--- config.mk ---
export PLATFORM = sky130hd
export DESIGN_NAME = debug_uart_top
export DESIGN_NICKNAME = d
export VERILOG_FILES = /design/src/hdl/debug_pkg.sv /design/src/hdl/uart_pkg.sv /design/src/hdl/debug_uart_top.sv /design/src/hdl/debug_dumper.sv /design/src/hdl/uart_rx.sv /design/src/hdl/uart_tx.sv
export SDC_FILE = /design/constraint.sdc
export NUM_CORES = 1
export LEC_CHECK = 0
export BUFFER_PORTS_ARGS = -buffer_cell sky130_fd_sc_hd__buf_2
export CAP_MARGIN = 20
export CORE_UTILIZATION = 55
export DETAILED_ROUTE_END_ITERATION = 12
export GPL_ROUTABILITY_DRIVEN = 0
export HOLD_SLACK_MARGIN = 0.1
export PLACE_DENSITY = 0.72
export SYNTH_ARGS = -nofsm -noshare
export SYNTH_HDL_FRONTEND = slang
export SYNTH_SLANG_ARGS = --single-unit
--- constraint.sdc ---
create_clock -name clk_in -period 9.87 [get_ports clk_in]
set_input_delay 0.987 -clock clk_in [delete_from_list [all_inputs] [get_ports clk_in]]
set_output_delay 0.987 -clock clk_in [all_outputs]
set_load 0.02 [all_outputs]
--- src/hdl/debug_pkg.sv ---
package debug_pkg;

    // status word and its byte count
    localparam int WORD_WIDTH = 32;
    localparam int WORD_BYTES = 4;
    localparam int IDX_WIDTH = $clog2(WORD_BYTES + 1);
    localparam logic [IDX_WIDTH-1:0] IDX_FIRST = IDX_WIDTH'(WORD_BYTES);

    // five frames of 160 cycles fit well inside one interval
    localparam int DUMP_INTERVAL = 1200;
    localparam int CNT_WIDTH = $clog2(DUMP_INTERVAL + 1);
    localparam logic [CNT_WIDTH-1:0] CNT_LAST = CNT_WIDTH'(DUMP_INTERVAL);

    localparam logic [7:0] TERMINATOR = 8'h0A;

    // sequencer states
    localparam int SEQ_WIDTH = 2;
    localparam logic [SEQ_WIDTH-1:0] SEQ_IDLE = 2'd0;
    localparam logic [SEQ_WIDTH-1:0] SEQ_LOAD = 2'd1;
    localparam logic [SEQ_WIDTH-1:0] SEQ_SEND = 2'd2;
    localparam logic [SEQ_WIDTH-1:0] SEQ_WAIT = 2'd3;

endpackage

--- src/hdl/uart_pkg.sv ---
package uart_pkg;

    // serial bit timing, simulation scale
    localparam int TICKS_PER_BIT = 16;
    localparam int HALF_BIT = TICKS_PER_BIT / 2;
    localparam int TICK_WIDTH = $clog2(TICKS_PER_BIT);

    // last tick of a bit and the mid-bit sample tick
    localparam logic [TICK_WIDTH-1:0] TICK_LAST = TICK_WIDTH'(TICKS_PER_BIT - 1);
    localparam logic [TICK_WIDTH-1:0] TICK_MID = TICK_WIDTH'(HALF_BIT - 1);

    // 8N1 frame: start, eight data bits, stop
    localparam int FRAME_BITS = 10;
    localparam int BIT_CNT_WIDTH = $clog2(FRAME_BITS);
    localparam logic [BIT_CNT_WIDTH-1:0] BIT_START = '0;
    localparam logic [BIT_CNT_WIDTH-1:0] BIT_LAST = BIT_CNT_WIDTH'(FRAME_BITS - 1);

    // idle and stop level
    localparam logic LINE_IDLE = 1'b1;

endpackage
--- src/hdl/debug_uart_top.sv ---
module debug_uart_top (
    input  logic                             clk_in,
    input  logic                             reset,
    input  logic [debug_pkg::WORD_WIDTH-1:0] i_data,
    input  logic                             i_rx,
    output logic                             o_tx,
    output logic                             o_dump_busy,
    output logic [7:0]                       o_cmd_data,
    output logic                             o_cmd_valid,
    output logic                             o_cmd_busy
);

    // dumper to transmitter link
    logic       tx_start;
    logic [7:0] tx_byte;
    logic       tx_busy;

    debug_dumper dumper_i (
        .clk_in     (clk_in),
        .reset      (reset),
        .i_data     (i_data),
        .i_tx_busy  (tx_busy),
        .o_tx_start (tx_start),
        .o_tx_byte  (tx_byte),
        .o_busy     (o_dump_busy)
    );

    uart_tx tx_i (
        .clk_in  (clk_in),
        .reset   (reset),
        .i_start (tx_start),
        .i_byte  (tx_byte),
        .o_busy  (tx_busy),
        .o_tx    (o_tx)
    );

    // command bytes go straight out for the host design to decode
    uart_rx rx_i (
        .clk_in  (clk_in),
        .reset   (reset),
        .i_rx    (i_rx),
        .o_data  (o_cmd_data),
        .o_valid (o_cmd_valid),
        .o_busy  (o_cmd_busy)
    );

endmodule

--- src/hdl/debug_dumper.sv ---
module debug_dumper (
    input  logic                             clk_in,
    input  logic                             reset,
    input  logic [debug_pkg::WORD_WIDTH-1:0] i_data,
    input  logic                             i_tx_busy,
    output logic                             o_tx_start,
    output logic [7:0]                       o_tx_byte,
    output logic                             o_busy
);

    logic [debug_pkg::CNT_WIDTH-1:0] interval_cnt;
    logic strobe;

    // snapshot of the status word for the running dump
    logic [debug_pkg::WORD_WIDTH-1:0] word_q;

    // data bytes still to send, zero selects the terminator
    logic [debug_pkg::IDX_WIDTH-1:0] byte_idx;

    logic [debug_pkg::SEQ_WIDTH-1:0] state;

    // transmitter has gone busy for the current byte
    logic tx_seen;

    logic [7:0] next_byte;

    assign strobe = (interval_cnt == debug_pkg::CNT_LAST);

    // free-running, wraps on the terminal value
    always_ff @(posedge clk_in or posedge reset) begin
        if (reset) begin
            interval_cnt <= '0;
        end
        else if (strobe) begin
            interval_cnt <= '0;
        end
        else begin
            interval_cnt <= interval_cnt + 1'b1;
        end
    end

    // msb first, so the highest remaining index is the top byte
    always_comb begin
        if (byte_idx == '0) begin
            next_byte = debug_pkg::TERMINATOR;
        end
        else begin
            next_byte = word_q[8 * (byte_idx - 1) +: 8];
        end
    end

    always_ff @(posedge clk_in or posedge reset) begin
        if (reset) begin
            state <= debug_pkg::SEQ_IDLE;
            word_q <= '0;
            byte_idx <= '0;
            o_tx_byte <= '0;
            o_tx_start <= 1'b0;
            o_busy <= 1'b0;
            tx_seen <= 1'b0;
        end
        else begin
            case (state)
                debug_pkg::SEQ_IDLE: begin
                    // strobes during a dump never get here
                    if (strobe) begin
                        word_q <= i_data;
                        byte_idx <= debug_pkg::IDX_FIRST;
                        o_busy <= 1'b1;
                        state <= debug_pkg::SEQ_LOAD;
                    end
                end
                debug_pkg::SEQ_LOAD: begin
                    o_tx_byte <= next_byte;
                    state <= debug_pkg::SEQ_SEND;
                end
                debug_pkg::SEQ_SEND: begin
                    if (!i_tx_busy) begin
                        o_tx_start <= 1'b1;
                        tx_seen <= 1'b0;
                        state <= debug_pkg::SEQ_WAIT;
                    end
                end
                debug_pkg::SEQ_WAIT: begin
                    o_tx_start <= 1'b0;
                    // busy lags the strobe by a cycle, so wait for high then low
                    if (i_tx_busy) begin
                        tx_seen <= 1'b1;
                    end
                    else if (tx_seen) begin
                        if (byte_idx == '0) begin
                            o_busy <= 1'b0;
                            state <= debug_pkg::SEQ_IDLE;
                        end
                        else begin
                            byte_idx <= byte_idx - 1'b1;
                            state <= debug_pkg::SEQ_LOAD;
                        end
                    end
                end
                default: begin
                    state <= debug_pkg::SEQ_IDLE;
                end
            endcase
        end
    end

endmodule

--- src/hdl/uart_rx.sv ---
module uart_rx (
    input  logic       clk_in,
    input  logic       reset,
    input  logic       i_rx,
    output logic [7:0] o_data,
    output logic       o_valid,
    output logic       o_busy
);

    // two-flop synchronizer plus one delay for edge detect
    logic rx_meta;
    logic rx_sync;
    logic rx_prev;

    // set after a bad stop bit until the line is high again
    logic wait_high;

    logic [uart_pkg::TICK_WIDTH-1:0] tick_cnt;
    logic [uart_pkg::BIT_CNT_WIDTH-1:0] bit_cnt;
    logic [7:0] shift_q;

    logic start_edge;
    logic sample;
    logic bit_end;

    always_ff @(posedge clk_in or posedge reset) begin
        if (reset) begin
            rx_meta <= uart_pkg::LINE_IDLE;
            rx_sync <= uart_pkg::LINE_IDLE;
            rx_prev <= uart_pkg::LINE_IDLE;
        end
        else begin
            rx_meta <= i_rx;
            rx_sync <= rx_meta;
            rx_prev <= rx_sync;
        end
    end

    assign start_edge = (rx_prev == uart_pkg::LINE_IDLE) && (rx_sync != uart_pkg::LINE_IDLE);
    assign sample = o_busy && (tick_cnt == uart_pkg::TICK_MID);
    assign bit_end = (tick_cnt == uart_pkg::TICK_LAST);

    always_ff @(posedge clk_in or posedge reset) begin
        if (reset) begin
            o_busy <= 1'b0;
            o_valid <= 1'b0;
            o_data <= '0;
            wait_high <= 1'b0;
            tick_cnt <= '0;
            bit_cnt <= '0;
            shift_q <= '0;
        end
        else begin
            o_valid <= 1'b0;
            if (!o_busy) begin
                if (wait_high) begin
                    if (rx_sync == uart_pkg::LINE_IDLE) begin
                        wait_high <= 1'b0;
                    end
                end
                else if (start_edge) begin
                    o_busy <= 1'b1;
                    tick_cnt <= '0;
                    bit_cnt <= '0;
                end
            end
            else begin
                tick_cnt <= bit_end ? '0 : tick_cnt + 1'b1;
                if (bit_end) begin
                    bit_cnt <= bit_cnt + 1'b1;
                end
                if (sample) begin
                    if (bit_cnt == uart_pkg::BIT_START) begin
                        // start bit gone high again, treat as a glitch
                        if (rx_sync == uart_pkg::LINE_IDLE) begin
                            o_busy <= 1'b0;
                        end
                    end
                    else if (bit_cnt == uart_pkg::BIT_LAST) begin
                        o_busy <= 1'b0;
                        if (rx_sync == uart_pkg::LINE_IDLE) begin
                            o_data <= shift_q;
                            o_valid <= 1'b1;
                        end
                        else begin
                            wait_high <= 1'b1;
                        end
                    end
                    else begin
                        // data arrives lsb first
                        shift_q <= {rx_sync, shift_q[7:1]};
                    end
                end
            end
        end
    end

endmodule

--- src/hdl/uart_tx.sv ---
module uart_tx (
    input  logic       clk_in,
    input  logic       reset,
    input  logic       i_start,
    input  logic [7:0] i_byte,
    output logic       o_busy,
    output logic       o_tx
);

    // cycle position inside the current bit
    logic [uart_pkg::TICK_WIDTH-1:0] tick_cnt;

    // which frame bit is on the line
    logic [uart_pkg::BIT_CNT_WIDTH-1:0] bit_cnt;

    // frame shifter, bit 0 drives the line
    logic [uart_pkg::FRAME_BITS-1:0] shift_q;

    logic bit_end;
    logic frame_end;

    assign bit_end = (tick_cnt == uart_pkg::TICK_LAST);
    assign frame_end = bit_end && (bit_cnt == uart_pkg::BIT_LAST);

    always_ff @(posedge clk_in or posedge reset) begin
        if (reset) begin
            o_busy <= 1'b0;
            tick_cnt <= '0;
            bit_cnt <= '0;
            shift_q <= {uart_pkg::FRAME_BITS{uart_pkg::LINE_IDLE}};
        end
        else if (!o_busy) begin
            // a start strobe while busy never reaches this branch
            if (i_start) begin
                o_busy <= 1'b1;
                tick_cnt <= '0;
                bit_cnt <= '0;
                shift_q <= {uart_pkg::LINE_IDLE, i_byte, ~uart_pkg::LINE_IDLE};
            end
        end
        else if (bit_end) begin
            tick_cnt <= '0;
            // shift in idle level so the line rests high after stop
            shift_q <= {uart_pkg::LINE_IDLE, shift_q[uart_pkg::FRAME_BITS-1:1]};
            if (frame_end) begin
                o_busy <= 1'b0;
                bit_cnt <= '0;
            end
            else begin
                bit_cnt <= bit_cnt + 1'b1;
            end
        end
        else begin
            tick_cnt <= tick_cnt + 1'b1;
        end
    end

    // start bit appears the cycle after the strobe, lsb first after it
    assign o_tx = shift_q[0];

endmodule

# After elaboration in Yosys (flattened, before gate mapping)
# Index checks and enable logic that the tools add are counted.
dict set report totals {
  ff_bits 108
  inputBits 35
  output_inout_bits 12
  elab_cells 138
}
dict set report op_classes {
  n_addsub 7
  n_eq_ne 23
  shifts 1
  muxes 60
  n_bitwise 3
  n_reduce_logical 22
}
# operator count
set ops {}
lappend ops {{4-bit 2-to-1 mux} 12}
lappend ops {{32-bit by 33-bit indexed part select with 8-bit output} 1}
lappend ops {{1-bit 2-to-1 mux} 30}
lappend ops {{10-bit 2-to-1 mux} 3}
lappend ops {{2-bit inequality test (second input constant)} 9}
lappend ops {{4-bit by 1-bit adder with 4-bit output (second input constant)} 4}
lappend ops {{4-bit equality test (second input constant)} 4}
lappend ops {{5-bit AND reduction} 3}
lappend ops {{3-bit 2-to-1 mux} 4}
lappend ops {{4-bit AND reduction} 3}
lappend ops {{11-bit by 1-bit adder with 11-bit output (second input constant)} 1}
lappend ops {{11-bit equality test (second input constant)} 1}
lappend ops {{11-bit 2-to-1 mux} 1}
lappend ops {{2-bit by 1-bit inequality test with 1-bit output (second input constant)} 5}
lappend ops {{2-bit 2-to-1 mux} 4}
lappend ops {{8-bit 2-to-1 mux} 1}
lappend ops {{2-bit case mux with 4 select lines} 1}
lappend ops {{2-bit AND reduction} 4}
lappend ops {{2-bit nonzero test} 4}
lappend ops {{1-bit case mux with 2 select lines} 3}
lappend ops {{3-bit case mux with 2 select lines} 1}
lappend ops {{3-bit AND reduction} 2}
lappend ops {{2-bit equality test (second input constant)} 2}
lappend ops {{4-bit by 3-bit equality test with 1-bit output (second input constant)} 1}
lappend ops {{other kinds (8)} 12}

# Longest topological paths before layout
# Gate-level depths: netlist (run 1).
dict set report depth {
  depth_word 5
  mapped_depth 7
  depth_no_buf 6
}

# By module
# A second synthesis (run 1) with hierarchy kept.
dict set report unflattened {
  cells_unflattened 406
  hier_area_um2 5117.4
}
# mod instances cells_per_inst area_per_inst_um2 seq_area_each_um2
set modules_own_cells {}
lappend modules_own_cells {debug_dumper 1 223 2811.4 1476.4}
lappend modules_own_cells {uart_rx 1 101 1310.0 754.5}
lappend modules_own_cells {uart_tx 1 82 996.0 461.7}

# Worst setup path after synthesis (run 1)
# No wires, ideal clock.
dict set report synth_path {
  path_kind {register to register}
  start {reg dumper_i.interval_cnt[6] in the netlist's numbering}
  end {reg dumper_i.byte_idx[2] in the netlist's numbering}
  setup_time_ns 0.087
  arrival_time_ns 1.786
  t_required_ns 9.783
  slack_ns 7.997
  stages_incl_launch_ff 5
  path_buffers 0
  synth_period_minus_slack_ns 1.873
  path_cell_list {dfrtp_1 or4b_4 o31ai_4 or4b_1 o211ai_1}
}
dict set report synth_between {
  elab_chain_cells 3
}
# element line_no
set synth_rtl {}
lappend synth_rtl {{start: declaration} debug_dumper.sv:11} ;# logic [debug_pkg::CNT_WIDTH-1:0] interval_cnt;
lappend synth_rtl {{start signal: assignment} debug_dumper.sv:38} ;# interval_cnt <= interval_cnt + 1'b1;
lappend synth_rtl {{11-bit equality test} debug_dumper.sv:27} ;# assign strobe = (interval_cnt == debug_pkg::CNT_LAST);
lappend synth_rtl {{2-bit by 1-bit inequality test with 1-bit output (no line)} --}
lappend synth_rtl {{5-bit AND reduction (no line)} --}
lappend synth_rtl {{end signal: assignment} debug_dumper.sv:68} ;# byte_idx <= debug_pkg::IDX_FIRST;
lappend synth_rtl {{end signal: assignment} debug_dumper.sv:96} ;# byte_idx <= byte_idx - 1'b1;
lappend synth_rtl {{end: declaration} debug_dumper.sv:18} ;# logic [debug_pkg::IDX_WIDTH-1:0] byte_idx;
# Every way passes these cells.
# A chain may end at the register's enable or synchronous reset.

# Worst setup path after layout (run 1)
dict set report layout_path {
  start {reg dumper_i.interval_cnt[6] in the netlist's numbering}
  end {reg dumper_i.word_q[31] in the netlist's numbering}
}
dict set report layout_between {
  elab_chain_cells 2
}
# element line_no
set layout_rtl {}
lappend layout_rtl {{11-bit equality test} debug_dumper.sv:27}
lappend layout_rtl {{2-bit AND reduction (no line)} --}
lappend layout_rtl {{end signal: assignment} debug_dumper.sv:67} ;# word_q <= i_data;
lappend layout_rtl {{end: declaration} debug_dumper.sv:15} ;# logic [debug_pkg::WORD_WIDTH-1:0] word_q;
# Every way passes these cells.

==> impl_metrics.toml, run 1 <==
[place]
hpwl_um = 6140
portBuffers = 46
post-place-ws_ps = 7250

[timing]
layout_setup_ws_ps = 7190
final.period_utilization_pct = 27.2
grt_setup_unrepaired = "no"
hold_viol = 0
max_freq_mhz = 373
worst_clock_skew_ps = 12.6
setup-violations-final = 0
tightest_slew_ps = 860
slew_headroom_pct = 42.7
period_needed_ps = 2680
fin_setup_tns_ps = 0
slew_violations = 0

[synth]
syn-instance-count = 419
ys_top_cells_by_area = "dfrtp_1 (48%), mux2_2 (11%), dfstp_2 (6.3%)"
synth_top_family_by_area = "multiplexers"
synth_area_leader_cell = "dfrtp_1"
synthesis.nets = 470
synthDistinctLibCells = 53
syn_area_per_cell_um2 = 11.9
synth-xor-area-share_pct = 2.11
synthMuxAreaShare_pct = 14.3
synth_simple_gate_area_share_pct = 9.45
synth_area_um2 = 4980
synth_compound_area_share_pct = 12.3
seq_area_frac_synth_pct = 54.1
synth_edf_count = 0
netlist.area_leader.share_pct = 47.7
synth-seq-cells = 107
yosys_most_used_dff = "dfrtp_1"
postSynth.asyncResetShare_pct = 100
yosys.area_share.adder_pct = 4.02
yosys_warnings = 0

[clock_tree]
cts_buffers = 9
cts_tree = "built"
cts_buffer_depth = 2
cts_hold_buffers = 0
clock_latency_ps = 370
cts_root_buffer = "clkbuf_8"
cts-resized-gates = 0
cts_sinks = 107
cts_htree_levels = 3
cts_setup_buffers = 0
clkTransAtPathRegs_ps = 100

[final_layout]
layout_commonest_cell = "dfrtp_1"
layout_common_cells = "dfrtp_1 (95), mux2_2 (50), buf_2 (46)"
antennaDiodeCount = 0
drive_gt1_share_pct = 29.7
syn2layout_area_growth_pct = 10.0
layout.nets = 511
nFillCells = 689

[pwr]
finalPower_uw = 879
p_leak_uw = 0.00248
ir_drop_v = 0.0000921
p_per_area_nw_per_um2 = 161

[worst_setup_path]
start_kind = "flop"
critPathArrivalTime_ps = 2940
crit_required_ps = 10130
cp_num_buf_inv = 0
rrSetupSlack_ps = 7190
path_max_fanout = 32
cp_cell_sequence = "or4b_4, nor3_4, nand2_2, mux2_2"
end_kind = "flop"
timing.rr.start = "dumper_i.interval_cnt[6]"
cp_slowest_cell = "or4b_4"
crit_start = "dumper_i.interval_cnt[6]"
max_stage_delay_ps = 600
worstSetupPathType = "reg2reg"
crit_family = "simple AND/OR/NAND/NOR gates"

[global_routing]
grt_overflow_total = 0
antenna_found_initial = 0
grt_pass1_wl_um = 15000
grt_max_degree = 71
grt_pass1_vias = 3100
track_usage_pct = 19.7

[floorplanning]
die_w_um = 97.2
die_y_um = 97.2
start_util_pct = 56.8
die-area_um2 = 9440
core_um2 = 8760
rows = 34
io_pins = 47

[worst_hold_path]
hp-start = "rx_i.rx_meta"
hold_class = "reg2reg"

[job]
drv_cap = 0

[route]
drc = 0
wire_per_inst_um = 15.4
vias = 3247
first_pass_iters = 5
ant_nets = 0
drt_iter0_drc = 88
avgViaCountPerCell = 5.67
wl_um = 8830

[run_status]
outcome = "completed"
-- final cells by class --
type | instances | area [um2] | share of cell area (%)
clock buffer | 9 | 124 | 2.26
clock inverter | 7 | 93.8 | 1.71
inverter | 24 | 92.6 | 1.69
multi-input combinational | 271 | 2100 | 38.4
sequential | 107 | 2690 | 49.2
tap | 108 | 135 | 2.47
timing repair buffer | 47 | 238 | 4.34
-- stage by stage --
stage | hold slack, ps | instance area [um2] | util, % | instances
after floorplan | 345 | 4980 | - | 419
after global placement | 347 | 5260 | 60.0 | 557
after detailed placement | 352 | 5260 | 60.0 | 557
after CTS | 368 | 5480 | 62.5 | 573
after global routing | 371 | 5480 | 62.5 | 573
final | 366 | 5480 | 62.5 | 573
-- sequential cells by signal, summed over array words and instances, names as in the netlist --
name / flops
rx_i.rx_prev: 1
dumper_i.word_q: 32
dumper_i.o_tx_byte: 8
dumper_i.o_busy: 1
dumper_i.state: 2
rx_i.rx_meta: 1
dumper_i.interval_cnt: 11
tx_i.o_busy: 1
rx_i.rx_sync: 1
rx_i.o_busy: 1
dumper_i.tx_seen: 1
rx_i.tick_cnt: 4
tx_i.bit_cnt: 4
tx_i.shift_q: 9
rx_i.bit_cnt: 4
rx_i.wait_high: 1
rx_i.o_valid: 1
dumper_i.o_tx_start: 1
rx_i.o_data: 8
tx_i.tick_cnt: 4
dumper_i.byte_idx: 3
rx_i.shift_q: 8
-- cells in the mapped netlist (11+ instances only) --
master,count
a21oi_1,31
dfstp_2,12
nand3_1,11
nor2_1,22
o21ai_0,16
dfrtp_1,95
ha_1,16
nand2_1,26
inv_1,24
mux2_2,50
clkbuf_1,11
mux2i_1,15
-- layer usage --
metal  wire length [um]  up-vias  part of all wire, %  GRT usage, %
met3                316       13                  3.6          5.18
met2               3830       56                   43          28.4
met4                137        0                  1.6          5.28
met5                  0        -                    0             0
li1                   -     1582                    -             -
met1               4540     1596                   51          29.6
-- path summary, 6_finish.rpt --
path | end | depth (start not counted)
max | dumper_i.word_q[31] | 4
min | rx_i.rx_sync | 0
max reg2reg | dumper_i.word_q[31] | 4
min reg2reg | rx_i.rx_sync | 0
max in group asynchronous | dumper_i.interval_cnt[8] | 3
min in group asynchronous | rx_i.tick_cnt[0] | 2
-- where the power goes --
part	internal (uW)	leakage, uW	switching, uW
clock network	124	0.000107	160
registers	470	0.00133	27.6
logic	50.4	0.00105	45.9
total	645	0.00248	234
-- kinds of logic (layout without fill, tap and decap cells) --
group | after synthesis | count (layout)
flip-flops | 107 | 107
adder cells (fa/ha/maj) | 16 | 16
buffers and inverters | 41 | 87
AO/OA/AOI/OAI | 91 | 91
AND/OR/NAND/NOR | 87 | 87
XOR/XNOR | 12 | 12
multiplexers | 65 | 65
-- worst register-to-register path: stages (launching register included) --
cell	delay, ps
dfrtp_1	460
or4b_4	600
nor3_4	460
nand2_2	580
mux2_2	480
(Power assumes the default switching activity.)
==> run 2: changes to the inputs <==
--- a/config.mk
+++ b/config.mk
@@ -7,7 +7,7 @@
 export LEC_CHECK = 0
 export BUFFER_PORTS_ARGS = -buffer_cell sky130_fd_sc_hd__buf_2
 export CAP_MARGIN = 20
-export CORE_UTILIZATION = 55
+export CORE_UTILIZATION = 53
 export DETAILED_ROUTE_END_ITERATION = 12
 export GPL_ROUTABILITY_DRIVEN = 0
 export HOLD_SLACK_MARGIN = 0.1
==> constraint.sdc (replaced) <==
create_clock -name clk_in -period 2.45 [get_ports clk_in]
set_input_delay 0.245 -clock clk_in [delete_from_list [all_inputs] [get_ports clk_in]]
set_output_delay 0.245 -clock clk_in [all_outputs]
set_load 0.02 [all_outputs]
==> run 2 against run 1 <==
  * Final cell count grew 6.1%
  * Critical path depth unchanged
  * Non-clock buffer count rose by 32
  * Sequential power increased to 4.0 times the previous value
  * Via count is 4.3% higher
  * Power grew to 4.0 times the previous value
==> impl_metrics.toml, run 2 (synthesis results as in run 1) <==
[run_status]
outcome = "completed"

[final_layout]
largest_reg_flops = 32
syn2layout_area_growth_pct = 16.3
drive_gt1_share_pct = 29.8
antennaDiodeCount = 0
layout_common_cells = "dfrtp_1 (95), mux2_2 (50), buf_2 (46)"
regMostFlops = "dumper_i.word_q"
layout.nets = 543
layout_commonest_cell = "dfrtp_1"
reg_top3 = "dumper_i.word_q x32, dumper_i.interval_cnt x11, tx_i.shift_q x9"

[job]
drv_cap = 0

[pwr]
ir_drop_v = 0.000358
cellInternalPower_uw = 2560
share_seq_of_total_power_pct = 57.2
power.share.combinational_pct = 12.3
p_sw_share_pct = 27.1
p_leak_uw = 0.00263
p_per_area_nw_per_um2 = 606
p_clk_share_pct = 30.5
p_switching_uw = 949

[worst_hold_path]
hp-start = "i_data[9]"
whs_path_depth = 2
min_to = "dumper_i.word_q[9]"
hold_class = "in2reg"

[route]
avgViaCountPerCell = 5.57
drc = 0
ant_nets = 0
drt_iter0_drc = 129
vias = 3385
first_pass_iters = 4
wire_per_inst_um = 15.1
wl_um = 9180

[floorplanning]
io_pins = 47
start_util_pct = 54.4
die_y_um = 98.9
die_w_um = 98.9
core_um2 = 9150
die-area_um2 = 9790
rows = 35

[timing]
layout_setup_ws_ps = 378
period_needed_ps = 2070
slew_violations = 0
max_freq_mhz = 483
final.period_utilization_pct = 84.6
tightest_slew_ps = 700
setup-violations-final = 0
worst_clock_skew_ps = 15.5
hold_viol = 0
grt_setup_unrepaired = "no"
fin_setup_tns_ps = 0
slew_headroom_pct = 53.2

[place]
hpwl_um = 6220
portBuffers = 46
post-place-ws_ps = 410

[global_routing]
grt_pass1_vias = 3345
grt_overflow_total = 0
grt_pass1_wl_um = 15700
antenna_found_initial = 0
grt_max_degree = 41
track_usage_pct = 20.4

[worst_setup_path]
critPathArrivalTime_ps = 2340
r2r_end = "rx_i.o_data[6]"
start_kind = "flop"
rrSetupSlack_ps = 380
worst_r2r_path_depth = 4
cp_num_buf_inv = 0
timing.rr.start = "rx_i.tick_cnt[0]"
path_max_fanout = 9
crit_required_ps = 2720
max_stage_delay_ps = 670
crit_family = "simple AND/OR/NAND/NOR gates"
worstSetupPathType = "reg2reg"
cp_slowest_cell = "nor4b_4"
cp_cell_sequence = "ha_1, nand4b_1, nor4b_4, mux2_2"
end_kind = "flop"

[clock_tree]
clkTransAtPathRegs_ps = 110
cts_htree_levels = 3
cts-resized-gates = 0
cts_buffers = 9
cts_buffer_depth = 2
cts_hold_buffers = 19
cts_setup_buffers = 0
cts_tree = "built"
cts_root_buffer = "clkbuf_8"
clock_latency_ps = 370
cts_sinks = 107
run 2: changes by cell type in the layout (fill, tap and decap cells not counted), sizes merged:
cell / before / now
clkbuf: 9 / 10
dlygate4sd3: 0 / 22
buf: 47 / 57
bufinv: 1 / 0
inv: 27 / 25
clkinv: 2 / 4
run 2: power by group through the flow:
stage	clock, uW	sequential [uW]	combinational (uW)
global route	1180	2030	487
CTS	1100	2000	435
detailed placement	0	2030	409
finish	1070	2010	431
floorplan	0	2000	306
global placement	0	2030	391
run 2: how the worst max path moves through the flow:
stage	from	to	cells after the start
6_report	rx_i.tick_cnt[0]	rx_i.o_data[6]	4
5_1_grt	rx_i.tick_cnt[0]	rx_i.o_data[1]	4
4_1_cts	rx_i.tick_cnt[0]	rx_i.o_data[1]	4
3_5_place_dp	rx_i.tick_cnt[0]	rx_i.o_data[7]	4
3_3_place_gp	dumper_i.interval_cnt[6]	dumper_i.word_q[11]	5
2_1_floorplan	dumper_i.interval_cnt[6]	dumper_i.byte_idx[2]	4
run 2: area by class of cell:
cell class	instances	area, um2
clock buffer	10	138
clock inverter	6	67.6
fill	718	3360
inverter	24	93.8
multi-input combinational	271	2100
sequential	107	2690
tap	111	139
timing repair buffer	79	558
run 2: per-stage QoR:
step,total power [uW],util [%],hold slack [ps],instances,instance area [um2]
after floorplan,2310,-,249,419,4980
after global placement,2420,58.6,347,570,5370
after detailed placement,2440,58.6,349,570,5370
after CTS,3540,62.9,100,605,5760
after global routing,3690,63.3,95.6,608,5790
final,3510,63.3,110,608,5790
run 2: metal layers:
metal / GRT usage, % / part of all wire [%] / routed length (um)
met5: 0 / 0 / 0
met4: 7.12 / 1.1 / 102
met3: 3.55 / 2.7 / 250
met2: 30.8 / 47 / 4310
met1: 29.8 / 49 / 4530
